===== config.mk =====
export PLATFORM = sky130hd
export DESIGN_NAME = rv32_core
export DESIGN_NICKNAME = d
export VERILOG_FILES = /design/src/rv32_pkg.sv /design/src/rv32_regfile_if.sv /design/src/rv32_regfile.sv /design/src/rv32_decoder.sv /design/src/rv32_hazard_unit.sv /design/src/rv32_decode_stage.sv /design/src/rv32_exec_stage.sv /design/src/rv32_core.sv
export VERILOG_INCLUDE_DIRS = /design/src /design/src/src
export SDC_FILE = /design/constraint.sdc
export NUM_CORES = 2
export LEC_CHECK = 0
export BUFFER_PORTS_ARGS = -buffer_cell sky130_fd_sc_hd__buf_2
export CORE_MARGIN = 3
export CORE_UTILIZATION = 54
export CTS_CLUSTER_DIAMETER = 100
export DETAILED_ROUTE_END_ITERATION = 10
export PLACE_DENSITY = 0.68
export SLEW_MARGIN = 20
export SYNTH_ARGS = -nofsm -noshare
export SYNTH_HDL_FRONTEND = slang
export SYNTH_SLANG_ARGS = --single-unit

===== constraint.sdc =====
create_clock -name clk -period 28.5 [get_ports clk]
set_clock_uncertainty 0.2 [all_clocks]
set_input_delay 8.55 -clock clk [delete_from_list [all_inputs] [get_ports clk]]
set_output_delay 8.55 -clock clk [all_outputs]
set_load 0.02 [all_outputs]

===== src/rv32_defines.svh =====
// RV32 pipeline sizing constants and the canonical bubble encoding

`ifndef RV32_DEFINES_SVH
`define RV32_DEFINES_SVH

// Data path and pc width
`define RV_XLEN 32

// Architectural register count, x0 included
`define RV_NREGS 32

// Register index width
`define RV_REG_W 5

// addi x0, x0, 0
`define RV_NOP 32'h0000_0013

`endif


===== src/rv32_pkg.sv =====
// RV32 pipeline types: instruction views, control word and stage buffers

`include "rv32_defines.svh"

package rv32_pkg;

    typedef logic [`RV_XLEN-1:0] rv32_word;
    typedef logic [`RV_REG_W-1:0] rv_reg_id_t;

    // Major opcodes handled by the decoder
    typedef enum logic [6:0] {
        OPC_OP     = 7'b0110011,
        OPC_OP_IMM = 7'b0010011,
        OPC_LUI    = 7'b0110111
    } opcode_t;

    typedef struct packed {
        logic [6:0] funct7;
        rv_reg_id_t rs2;
        rv_reg_id_t rs1;
        logic [2:0] funct3;
        rv_reg_id_t rd;
        opcode_t    opcode;
    } r_type_t;

    typedef struct packed {
        logic [11:0] imm;
        rv_reg_id_t  rs1;
        logic [2:0]  funct3;
        rv_reg_id_t  rd;
        opcode_t     opcode;
    } i_type_t;

    typedef struct packed {
        logic [19:0] imm;
        rv_reg_id_t  rd;
        opcode_t     opcode;
    } u_type_t;

    // One instruction word, seen through each format
    typedef union packed {
        logic [31:0] raw;
        r_type_t     r;
        i_type_t     i;
        u_type_t     u;
    } rv32_instr_u;

    typedef enum logic [3:0] {
        ALU_ADD, ALU_SUB, ALU_AND, ALU_OR, ALU_XOR, ALU_SLL,
        ALU_SRL, ALU_SRA, ALU_SLT, ALU_SLTU, ALU_PASS_B, ALU_MUL
    } alu_op_t;

    // Operand source: register read or execute buffer result
    typedef enum logic {
        NONE,
        FROM_EXEC
    } bypass_t;

    typedef struct packed {
        alu_op_t    alu_op;
        logic       use_imm;
        rv32_word   imm;
        rv_reg_id_t rd;
        logic       reg_write;
        logic       is_mul;
        bypass_t    bypass_rs1;
        bypass_t    bypass_rs2;
    } decoded_instr_t;

    typedef struct packed {
        rv32_word    pc;
        rv32_instr_u instr;
    } fetch_buffer_data_t;

    typedef struct packed {
        rv32_word       pc;
        rv32_instr_u    instr;
        rv32_word       reg1;
        rv32_word       reg2;
        decoded_instr_t decoded_instr;
    } decoded_buffer_data_t;

    typedef struct packed {
        rv32_word   pc;
        rv_reg_id_t rd;
        logic       reg_write;
        logic       is_mul;
        rv32_word   result;
    } exec_buffer_data_t;

    // Control word of a bubble, writes nothing
    function automatic decoded_instr_t create_nop_ctrl();
        decoded_instr_t ctrl;
        ctrl.alu_op     = ALU_ADD;
        ctrl.use_imm    = 1'b1;
        ctrl.imm        = '0;
        ctrl.rd         = '0;
        ctrl.reg_write  = 1'b0;
        ctrl.is_mul     = 1'b0;
        ctrl.bypass_rs1 = NONE;
        ctrl.bypass_rs2 = NONE;
        return ctrl;
    endfunction

endpackage


===== src/rv32_regfile_if.sv =====
// Register file read path between the decode stage and the register file

`timescale 1ns/100ps

interface rv32_regfile_if import rv32_pkg::*; ();

    // Read addresses
    rv_reg_id_t rs1;
    rv_reg_id_t rs2;

    // Read data, same cycle
    rv32_word reg1;
    rv32_word reg2;

    modport decode (output rs1, output rs2, input reg1, input reg2);

    modport regfile (input rs1, input rs2, output reg1, output reg2);

endinterface


===== src/rv32_regfile.sv =====
// Integer register file, two write-through read ports and one write port

`timescale 1ns/100ps

`include "rv32_defines.svh"

module rv32_regfile import rv32_pkg::*; (
    input logic            clk,
    input logic            resetn,
    rv32_regfile_if.regfile rf,
    input logic            we,
    input rv_reg_id_t      wd_rd,
    input rv32_word        wd
);

    // x0 has no storage
    rv32_word regs [1:`RV_NREGS-1];

    always_ff @(posedge clk) begin
        if (!resetn) begin
            for (int i = 1; i < `RV_NREGS; i++) begin
                regs[i] <= '0;
            end
        end else if (we && wd_rd != '0) begin
            regs[wd_rd] <= wd;
        end
    end

    // Same-cycle write wins over the stored value
    always_comb begin
        if (rf.rs1 == '0) begin
            rf.reg1 = '0;
        end else if (we && wd_rd == rf.rs1) begin
            rf.reg1 = wd;
        end else begin
            rf.reg1 = regs[rf.rs1];
        end
    end

    always_comb begin
        if (rf.rs2 == '0) begin
            rf.reg2 = '0;
        end else if (we && wd_rd == rf.rs2) begin
            rf.reg2 = wd;
        end else begin
            rf.reg2 = regs[rf.rs2];
        end
    end

endmodule


===== src/rv32_decoder.sv =====
// Instruction decoder for OP, OP-IMM, LUI and MUL

`timescale 1ns/100ps

module rv32_decoder import rv32_pkg::*; (
    input  rv32_instr_u    instr,
    output decoded_instr_t decoded_instr,
    output logic [1:0]     use_rs
);

    always_comb begin
        decoded_instr = create_nop_ctrl();
        use_rs = 2'b00;

        case (instr.r.opcode)
            OPC_OP: begin
                decoded_instr.rd        = instr.r.rd;
                decoded_instr.reg_write = 1'b1;
                decoded_instr.use_imm   = 1'b0;
                use_rs = 2'b11;
                if (instr.r.funct7 == 7'b0000001) begin
                    // Only MUL from the M extension, other funct3 become bubbles
                    if (instr.r.funct3 == 3'b000) begin
                        decoded_instr.alu_op = ALU_MUL;
                        decoded_instr.is_mul = 1'b1;
                    end else begin
                        decoded_instr = create_nop_ctrl();
                        use_rs = 2'b00;
                    end
                end else begin
                    case (instr.r.funct3)
                        3'b000:  decoded_instr.alu_op = instr.r.funct7[5] ? ALU_SUB : ALU_ADD;
                        3'b001:  decoded_instr.alu_op = ALU_SLL;
                        3'b010:  decoded_instr.alu_op = ALU_SLT;
                        3'b011:  decoded_instr.alu_op = ALU_SLTU;
                        3'b100:  decoded_instr.alu_op = ALU_XOR;
                        3'b101:  decoded_instr.alu_op = instr.r.funct7[5] ? ALU_SRA : ALU_SRL;
                        3'b110:  decoded_instr.alu_op = ALU_OR;
                        default: decoded_instr.alu_op = ALU_AND;
                    endcase
                end
            end

            OPC_OP_IMM: begin
                decoded_instr.rd        = instr.i.rd;
                decoded_instr.reg_write = 1'b1;
                decoded_instr.imm       = rv32_word'($signed(instr.i.imm));
                use_rs = 2'b01;
                // Shift amount sits in the low immediate bits
                case (instr.i.funct3)
                    3'b000:  decoded_instr.alu_op = ALU_ADD;
                    3'b001:  decoded_instr.alu_op = ALU_SLL;
                    3'b010:  decoded_instr.alu_op = ALU_SLT;
                    3'b011:  decoded_instr.alu_op = ALU_SLTU;
                    3'b100:  decoded_instr.alu_op = ALU_XOR;
                    3'b101:  decoded_instr.alu_op = instr.i.imm[10] ? ALU_SRA : ALU_SRL;
                    3'b110:  decoded_instr.alu_op = ALU_OR;
                    default: decoded_instr.alu_op = ALU_AND;
                endcase
            end

            OPC_LUI: begin
                decoded_instr.rd        = instr.u.rd;
                decoded_instr.reg_write = 1'b1;
                decoded_instr.imm       = {instr.u.imm, 12'h000};
                decoded_instr.alu_op    = ALU_PASS_B;
            end

            default: begin
                // Unknown opcode, keep the bubble
                decoded_instr = create_nop_ctrl();
            end
        endcase
    end

endmodule


===== src/rv32_hazard_unit.sv =====
// Hazard detection against decode_data, bypass selects and MUL stall

`timescale 1ns/100ps

module rv32_hazard_unit import rv32_pkg::*; (
    input  logic [1:0]           use_rs,
    input  rv32_instr_u          current_instr,
    input  decoded_buffer_data_t decoded_buff,
    output logic                 stall,
    output bypass_t              bypass_rs [2]
);

    rv_reg_id_t src [2];
    rv_reg_id_t producer_rd;
    logic       producer_writes;
    logic       producer_mul;

    assign src[0] = current_instr.r.rs1;
    assign src[1] = current_instr.r.rs2;

    // Instruction one stage ahead, now in the decode register
    assign producer_rd     = decoded_buff.decoded_instr.rd;
    assign producer_writes = decoded_buff.decoded_instr.reg_write;
    assign producer_mul    = decoded_buff.decoded_instr.is_mul;

    always_comb begin
        stall = 1'b0;
        for (int k = 0; k < 2; k++) begin
            bypass_rs[k] = NONE;
            if (use_rs[k] && src[k] != '0 && producer_writes && src[k] == producer_rd) begin
                // Product is not on the bypass path
                if (producer_mul) begin
                    stall = 1'b1;
                end else begin
                    bypass_rs[k] = FROM_EXEC;
                end
            end
        end
    end

endmodule


===== src/rv32_decode_stage.sv =====
// Decode stage: field split, register read, hazards and decode register

`timescale 1ns/100ps

`include "rv32_defines.svh"

module rv32_decode_stage import rv32_pkg::*; (
    input  logic                 clk,
    input  logic                 resetn,
    input  logic                 set_nop,
    input  logic                 stop,
    input  rv32_word             set_nop_pc,
    input  fetch_buffer_data_t   instr_data,
    output decoded_buffer_data_t decode_data,
    output logic                 stall,
    rv32_regfile_if.decode       rf
);

    decoded_buffer_data_t next_data;
    decoded_instr_t       decoder_output;
    logic [1:0]           use_rs;
    bypass_t              bypass_rs [2];

    rv32_decoder decoder (
        .instr         (instr_data.instr),
        .decoded_instr (decoder_output),
        .use_rs        (use_rs)
    );

    rv32_hazard_unit hazard_unit (
        .use_rs        (use_rs),
        .current_instr (instr_data.instr),
        .decoded_buff  (decode_data),
        .stall         (stall),
        .bypass_rs     (bypass_rs)
    );

    assign rf.rs1 = instr_data.instr.r.rs1;
    assign rf.rs2 = instr_data.instr.r.rs2;

    always_comb begin
        next_data.pc            = instr_data.pc;
        next_data.instr         = instr_data.instr;
        next_data.reg1          = rf.reg1;
        next_data.reg2          = rf.reg2;
        next_data.decoded_instr = decoder_output;
        next_data.decoded_instr.bypass_rs1 = bypass_rs[0];
        next_data.decoded_instr.bypass_rs2 = bypass_rs[1];

        // Bubble on stall or flush, flush also redirects the pc
        if (stall || set_nop) begin
            next_data.instr.raw     = `RV_NOP;
            next_data.decoded_instr = create_nop_ctrl();
            if (set_nop) begin
                next_data.pc = set_nop_pc;
            end
        end
    end

    always_ff @(posedge clk) begin
        if (!resetn) begin
            decode_data.pc            <= '0;
            decode_data.instr.raw     <= `RV_NOP;
            decode_data.reg1          <= '0;
            decode_data.reg2          <= '0;
            decode_data.decoded_instr <= create_nop_ctrl();
        end else if (!stop) begin
            decode_data <= next_data;
        end
    end

endmodule


===== src/rv32_exec_stage.sv =====
// Execute stage: operand bypass, ALU, multiplier and execute buffer

`timescale 1ns/100ps

module rv32_exec_stage import rv32_pkg::*; (
    input  logic                 clk,
    input  logic                 resetn,
    input  logic                 stop,
    input  decoded_buffer_data_t decode_data,
    output exec_buffer_data_t    exec_buff
);

    decoded_instr_t    ctrl;
    rv32_word          op_a;
    rv32_word          rs2_val;
    rv32_word          op_b;
    rv32_word          product;
    rv32_word          alu_result;
    exec_buffer_data_t next_buff;

    assign ctrl = decode_data.decoded_instr;

    // Previous result feeds back when the decode stage asked for it
    assign op_a    = (ctrl.bypass_rs1 == FROM_EXEC) ? exec_buff.result : decode_data.reg1;
    assign rs2_val = (ctrl.bypass_rs2 == FROM_EXEC) ? exec_buff.result : decode_data.reg2;
    assign op_b    = ctrl.use_imm ? ctrl.imm : rs2_val;

    // Low half of the product
    assign product = op_a * op_b;

    always_comb begin
        case (ctrl.alu_op)
            ALU_ADD:    alu_result = op_a + op_b;
            ALU_SUB:    alu_result = op_a - op_b;
            ALU_AND:    alu_result = op_a & op_b;
            ALU_OR:     alu_result = op_a | op_b;
            ALU_XOR:    alu_result = op_a ^ op_b;
            ALU_SLL:    alu_result = op_a << op_b[4:0];
            ALU_SRL:    alu_result = op_a >> op_b[4:0];
            ALU_SRA:    alu_result = rv32_word'($signed(op_a) >>> op_b[4:0]);
            ALU_SLT:    alu_result = rv32_word'($signed(op_a) < $signed(op_b));
            ALU_SLTU:   alu_result = rv32_word'(op_a < op_b);
            ALU_PASS_B: alu_result = op_b;
            ALU_MUL:    alu_result = product;
            default:    alu_result = '0;
        endcase
    end

    always_comb begin
        next_buff.pc        = decode_data.pc;
        next_buff.rd        = ctrl.rd;
        next_buff.reg_write = ctrl.reg_write;
        next_buff.is_mul    = ctrl.is_mul;
        next_buff.result    = alu_result;
    end

    always_ff @(posedge clk) begin
        if (!resetn) begin
            exec_buff <= '0;
        end else if (!stop) begin
            exec_buff <= next_buff;
        end
    end

endmodule


===== src/rv32_core.sv =====
// RV32 decode and execute pipeline top with writeback result ports

`timescale 1ns/100ps

`include "rv32_defines.svh"

module rv32_core import rv32_pkg::*; (
    input  logic                  clk,
    input  logic                  resetn,
    input  logic                  stop,
    input  logic                  flush,
    input  logic [`RV_XLEN-1:0]   in_pc,
    input  logic [`RV_XLEN-1:0]   flush_pc,
    input  logic [31:0]           in_instr,
    output logic                  stall,
    output logic                  wb_valid,
    output logic [`RV_REG_W-1:0]  wb_rd,
    output logic [`RV_XLEN-1:0]   wb_data,
    output logic [`RV_XLEN-1:0]   wb_pc
);

    fetch_buffer_data_t   fetch_data;
    decoded_buffer_data_t decode_data;
    exec_buffer_data_t    exec_buff;

    rv32_regfile_if rf_if ();

    assign fetch_data.pc        = in_pc;
    assign fetch_data.instr.raw = in_instr;

    rv32_decode_stage decode_stage (
        .clk         (clk),
        .resetn      (resetn),
        .set_nop     (flush),
        .stop        (stop),
        .set_nop_pc  (flush_pc),
        .instr_data  (fetch_data),
        .decode_data (decode_data),
        .stall       (stall),
        .rf          (rf_if.decode)
    );

    rv32_exec_stage exec_stage (
        .clk         (clk),
        .resetn      (resetn),
        .stop        (stop),
        .decode_data (decode_data),
        .exec_buff   (exec_buff)
    );

    // Writeback from the execute buffer, x0 writes are dropped
    assign wb_valid = exec_buff.reg_write && (exec_buff.rd != '0) && !stop;
    assign wb_rd    = exec_buff.rd;
    assign wb_data  = exec_buff.result;
    assign wb_pc    = exec_buff.pc;

    rv32_regfile regfile (
        .clk    (clk),
        .resetn (resetn),
        .rf     (rf_if.regfile),
        .we     (wb_valid),
        .wd_rd  (exec_buff.rd),
        .wd     (exec_buff.result)
    );

endmodule


# Word-level counts from Yosys, hierarchy flattened
# Memories as Yosys holds them, arrays and structs flattened.
# Index checks and enable logic that the tools add are counted.
# totals
reg_bits,212
ramBits,992
inputBits,100
output_inout_bits,71
wordCells,114
memories,1
# op_classes
n_addsub,2
n_mul,1
magnitude_cmp,2
eq_ne,25
n_shift,3
n_mux,41
bitwise_logic,3
reduce_logical,21
# memory_table
memory,depth,word_bits,read_ports,rd_clocked_by_memory_dff,wr,line,source
regfile.regs,31,32,2,0,31,rv32_regfile.sv:17,rv32_word regs [1:`RV_NREGS-1];
# op_table
cell,count
32-bit case mux with 12 select lines,1
32-bit 2-to-1 mux,9
38-bit case mux with 3 select lines,1
32-bit less-than comparator,2
64-bit 2-to-1 mux,1
4-bit case mux with 7 select lines,2
46-bit 2-to-1 mux,1
42-bit 2-to-1 mux,1
39-bit 2-to-1 mux,1
32-bit adder,1
32-bit AND,1
32-bit by 32-bit multiplier with 32-bit output,1
32-bit bitwise OR,1
32-bit OR reduction,1
32-bit by 5-bit << shifter with 32-bit output,1
32-bit by 5-bit >> shifter with 32-bit output,1
32-bit by 5-bit >>> shifter with 32-bit output,1
32-bit subtractor,1
32-bit XOR,1
5-bit == test,4
4-bit by 3-bit == test with 1-bit output (second input constant),4
4-bit == test (second input constant),4
1-bit 2-to-1 mux,16
5-bit nonzero test,3
other kinds (20),38

# Longest topological paths before layout
# depth
word_depth,12
mapped_depth,34
mapped_depth_nobuf,29

# Cells and area by module
# Synthesis repeated with hierarchy kept, for this count alone.
# hier_totals
hier_cells,7967
area_unflattened_um2,90463.0
# modules_own_cells
mod,n_inst,cells_each,area_per_inst_um2,seq_area_each_um2
rv32_regfile,1,3742,54681.2,30749.5
rv32_exec_stage,1,3401,27468.8,1421.4
rv32_decode_stage,1,712,7532.2,3483.3
rv32_decoder,1,82,573.0,0.0
rv32_hazard_unit,1,26,175.2,0.0
rv32_core,1,4,32.5,0.0

# Worst setup path before layout
# OpenSTA, ideal clock, no wires.
# synth_path
kind,input port to output port
from,input port in_instr[19]
to,output port stall
arrival_time_ps,9883
required_time_ps,19750
slack_ps,9867
path_stages,6
n_path_buf,1
cell_sequence,clkbuf_1 > nor2_1 > nor4_1 > o21ai_1 > a21bo_2 > inv_1
# synth_between
elab_chain_len,7
word_cells_on_any_way,8
cone_classes,eq/ne (1); mux (3); reduce/logical (4)
# synth_lines
item,line,source
"start, declared",rv32_core.sv:14,"input logic [31:0] in_instr,"
5-bit nonzero test,rv32_hazard_unit.sv:30,if (use_rs[k] && src[k] != '0 && producer_writes && src[k] == producer_rd) begin
1-bit logical AND (2 in series),rv32_hazard_unit.sv:30,
1-bit logical AND (*),rv32_hazard_unit.sv:30,
1-bit 2-to-1 mux (*),rv32_hazard_unit.sv:30,
1-bit 2-to-1 mux,rv32_hazard_unit.sv:32,if (producer_mul) begin
1-bit 2-to-1 mux (*),rv32_hazard_unit.sv:30,
"end, declared",rv32_core.sv:15,"output logic stall,"
# Mark *: on every way between the ends. The rest lies on a longest branch, timed or not.

# Final worst setup path
# layout_path
from,input port in_instr[17]
to,output port stall
# Same word-level chain as after synthesis.

==> reports/qor.csv <==
metric,value,unit
clockRootBuffer,clkbuf_16,
hold_depth,2,
slew_violations,0,
post_cts_buffers,0,
final_common_cell,edfxtp_1,
drive_gt1_share,19.0,%
start_util,54.6,%
cts_tree,yes,
ios,171,
path_clk_slew,0.06,ns
yosysSeqAreaShare,39.8,%
reg2reg_depth,27,
drt_pass1_iterations,5,
switchingPower,0.00123,W
ir_drop,56.7,µV
gp_congestion,1.06,
synth.avg_cell_area,11.8,µm²
hp-start,exec_stage.exec_buff[7],
p_int,0.00325,W
clockPowerShare,39.6,%
cts.sink_count,1236,
die_y,410,µm
area_growth,8.47,%
cts.path.max_buffers,3,
core-area,0.161,mm²
fin_crit,19.65,ns
synth_simple_gate_area_share,13.3,%
synthCells,7473,
via_per_inst,6.95,
synth-compound-area-share,7.52,%
synth_top_area_share,35.0,%
cp_max_fo,38,
yosys_most_used_dff,edfxtp_1,
startpoint_type,input pin,
arrival,10.90,ns
r2r-start,decode_stage.decode_data[41],
powerDensity,47.0,mW/mm²
post-place-cells,9316,
crit_path_frequent_cell,buf_4,
instances_no_fill,9601,
cts_resized,0,
seqPwrFrac,46.1,%
grt_pass1_vias,66100,
reg2reg_to,exec_stage.exec_buff[24],
synthesis.area,0.0879,mm²
h-tree-depth,4,
finalSetupViolations,0,
final_nets,8025,
postLayoutCellArea,0.0954,mm²
antenna_found_initial,34,
yosys_warnings,0,
r2r_setup_slack,17.83,ns
maxSlewHeadroom,13.0,%
yosys_register_bits,1236,
hold_class,flip-flop to flip-flop,
post_synth_num_cell_types,97,
synth_edf_count,1024,
synthTopCellsByArea,"edfxtp_1, mux4_2, fa_1",
power_leakage,36.8,nW
fin_crit_sh,69.0,%
synth_xor_area_share,1.19,%
crit_chain,buf_4 -> buf_4 -> or4_1 -> nor2_1 -> nor4_1 -> o21ai_1 -> a21bo_2 -> inv_1 -> buf_2,
synth_top_family_by_area,multiplexers,
drt_iter0_markers,10700,
synthMuxAreaShare,20.0,%
grt-ovfl-total,0,
fmax,50.9,MHz
fill_cells,12900,
place_area,0.0909,mm²
portBuffers,170,
p_comb_share,14.3,%
ant_nets,0,
timing_worst_setup_path_type,input pin to output port,
wl_per_cell,36.2,µm
required,19.75,ns
worstSkewPairLatency,0.81,ns
num_vias,66800,
critPathSlowestCell,buf_4,
cpPeakStageDelay,0.73,ns
outcome,"complete, no violations",
async_flop_share,0,%
synth_top_cell_by_area,edfxtp_1,
hold_path_end,exec_stage.exec_buff[7],
hold_violations,0,
endpoint_kind,output port,
grt_max_degree,108,
dp_hpwl,222,mm
hold_buffers,0,
worstMarginPinSlew,1.28,ns
swShare,27.5,%
rows,147,
synth_fa_ha_area_share,12.5,%
drc,0,
final_core_util,59.2,%
layout_common_cells,"edfxtp_1, and2_1, mux4_2, nor2_1, inv_1",
track_usage,41.4,%
tns,0,ns
rsz0062_at_grt,no,
max-cap-violations,0,
routed_wl,348,mm
cts_buffers,137,
die_x,410,µm
dieArea,0.168,mm²
grt_first_pass_wirelength,492,mm
==> cell usage after synthesis (all sizes together) (21+ instances only) <==
master and n:
a21oi 272, nor3 32, xor2 25, mux2 53, mux2i 251, nand3 37, nand2b 25, inv 477
dfxtp 212, buf 230, and2 1008, a31oi 21, a22oi 30, a211oi 25, o21ai 204, a2bb2oi 23
fa 410, ha 220, xnor2 82, o22ai 21, o221ai 31, mux4 643, a221oi 29, o21a 33
edfxtp 1024, nand2 461, clkbuf 513, a21o 29, o211ai 143, nor2 667
==> logic make-up (layout without fill, tap and decap cells) <==
| logic type | after synthesis | count (layout) |
|---|---|---|
| simple gates | 2320 | 2320 |
| compound gates | 996 | 996 |
| xor+xnor | 112 | 112 |
| mux | 947 | 947 |
| buf+inv | 1231 | 1135 |
| other cells | 1 | 65 |
| flops | 1236 | 1236 |
| fa+ha+maj | 630 | 630 |
==> metrics by stage <==
stage | hold slack, ns | total power (W) | setup slack (ns)
after floorplan | 0.226 | 0.00248 | 9.87
after global placement | 0.241 | 0.00271 | 8.74
after detailed placement | 0.243 | 0.00272 | 8.90
after CTS | 0.251 | 0.00446 | 8.90
after global routing | 0.278 | 0.00458 | 8.82
final | 0.250 | 0.00448 | 8.85
==> area by class of cell <==
class / count / area, µm² / share of cell area, %
Antenna cell: 33 / 82.6 / 0.0866
Clock buffer: 187 / 3780 / 3.96
Clock inverter: 65 / 671 / 0.703
Inverter: 488 / 1840 / 1.93
Multi-Input combinational cell: 5037 / 48700 / 51.0
Sequential cell: 1236 / 35000 / 36.7
Tap cell: 2160 / 2700 / 2.83
Timing Repair Buffer: 395 / 2640 / 2.76
==> sequential cells by signal (all words and copies together) (netlist names) <==
name                      cells
exec_stage.exec_buff         70
regfile.regs               1024
decode_stage.decode_data    142
==> how the worst max path moves through the flow <==
stage / from / to / slack, ns / cells after the start
CTS: in_instr[17] / stall / 8.90 / 9
floorplan: in_instr[19] / stall / 9.87 / 6
finish: in_instr[17] / stall / 8.85 / 9
detailed placement: in_instr[17] / stall / 8.90 / 9
global placement: in_instr[17] / stall / 8.74 / 9
global route: in_instr[17] / stall / 8.82 / 9
==> worst max-delay path, delay by kind of cell <==
| kind | cells | cell delay, ns |
|---|---|---|
| buffers and inverters | 4 | 1.06 |
| and+or+nand+nor | 3 | 0.89 |
| AOI/OAI and AO/OA | 2 | 0.38 |
==> power by group through the flow <==
stage	combinational (W)	sequential [W]	clock [W]
global placement	0.000613	0.00209	0
floorplan	0.000392	0.00209	0
detailed placement	0.000617	0.00210	0
CTS	0.000619	0.00206	0.00178
finish	0.000640	0.00207	0.00177
global route	0.000656	0.00207	0.00185
==> routing by layer <==
layer | vias to the layer above | GRT usage, % | share of wire (%)
met1 | 33800 | 53.7 | 35
met2 | 5369 | 61.5 | 44
met5 | - | 0 | 0.036
met4 | 18 | 23.4 | 6.8
li1 | 26300 | - | -
met3 | 1285 | 13.6 | 14
(Power assumes the default switching activity.)
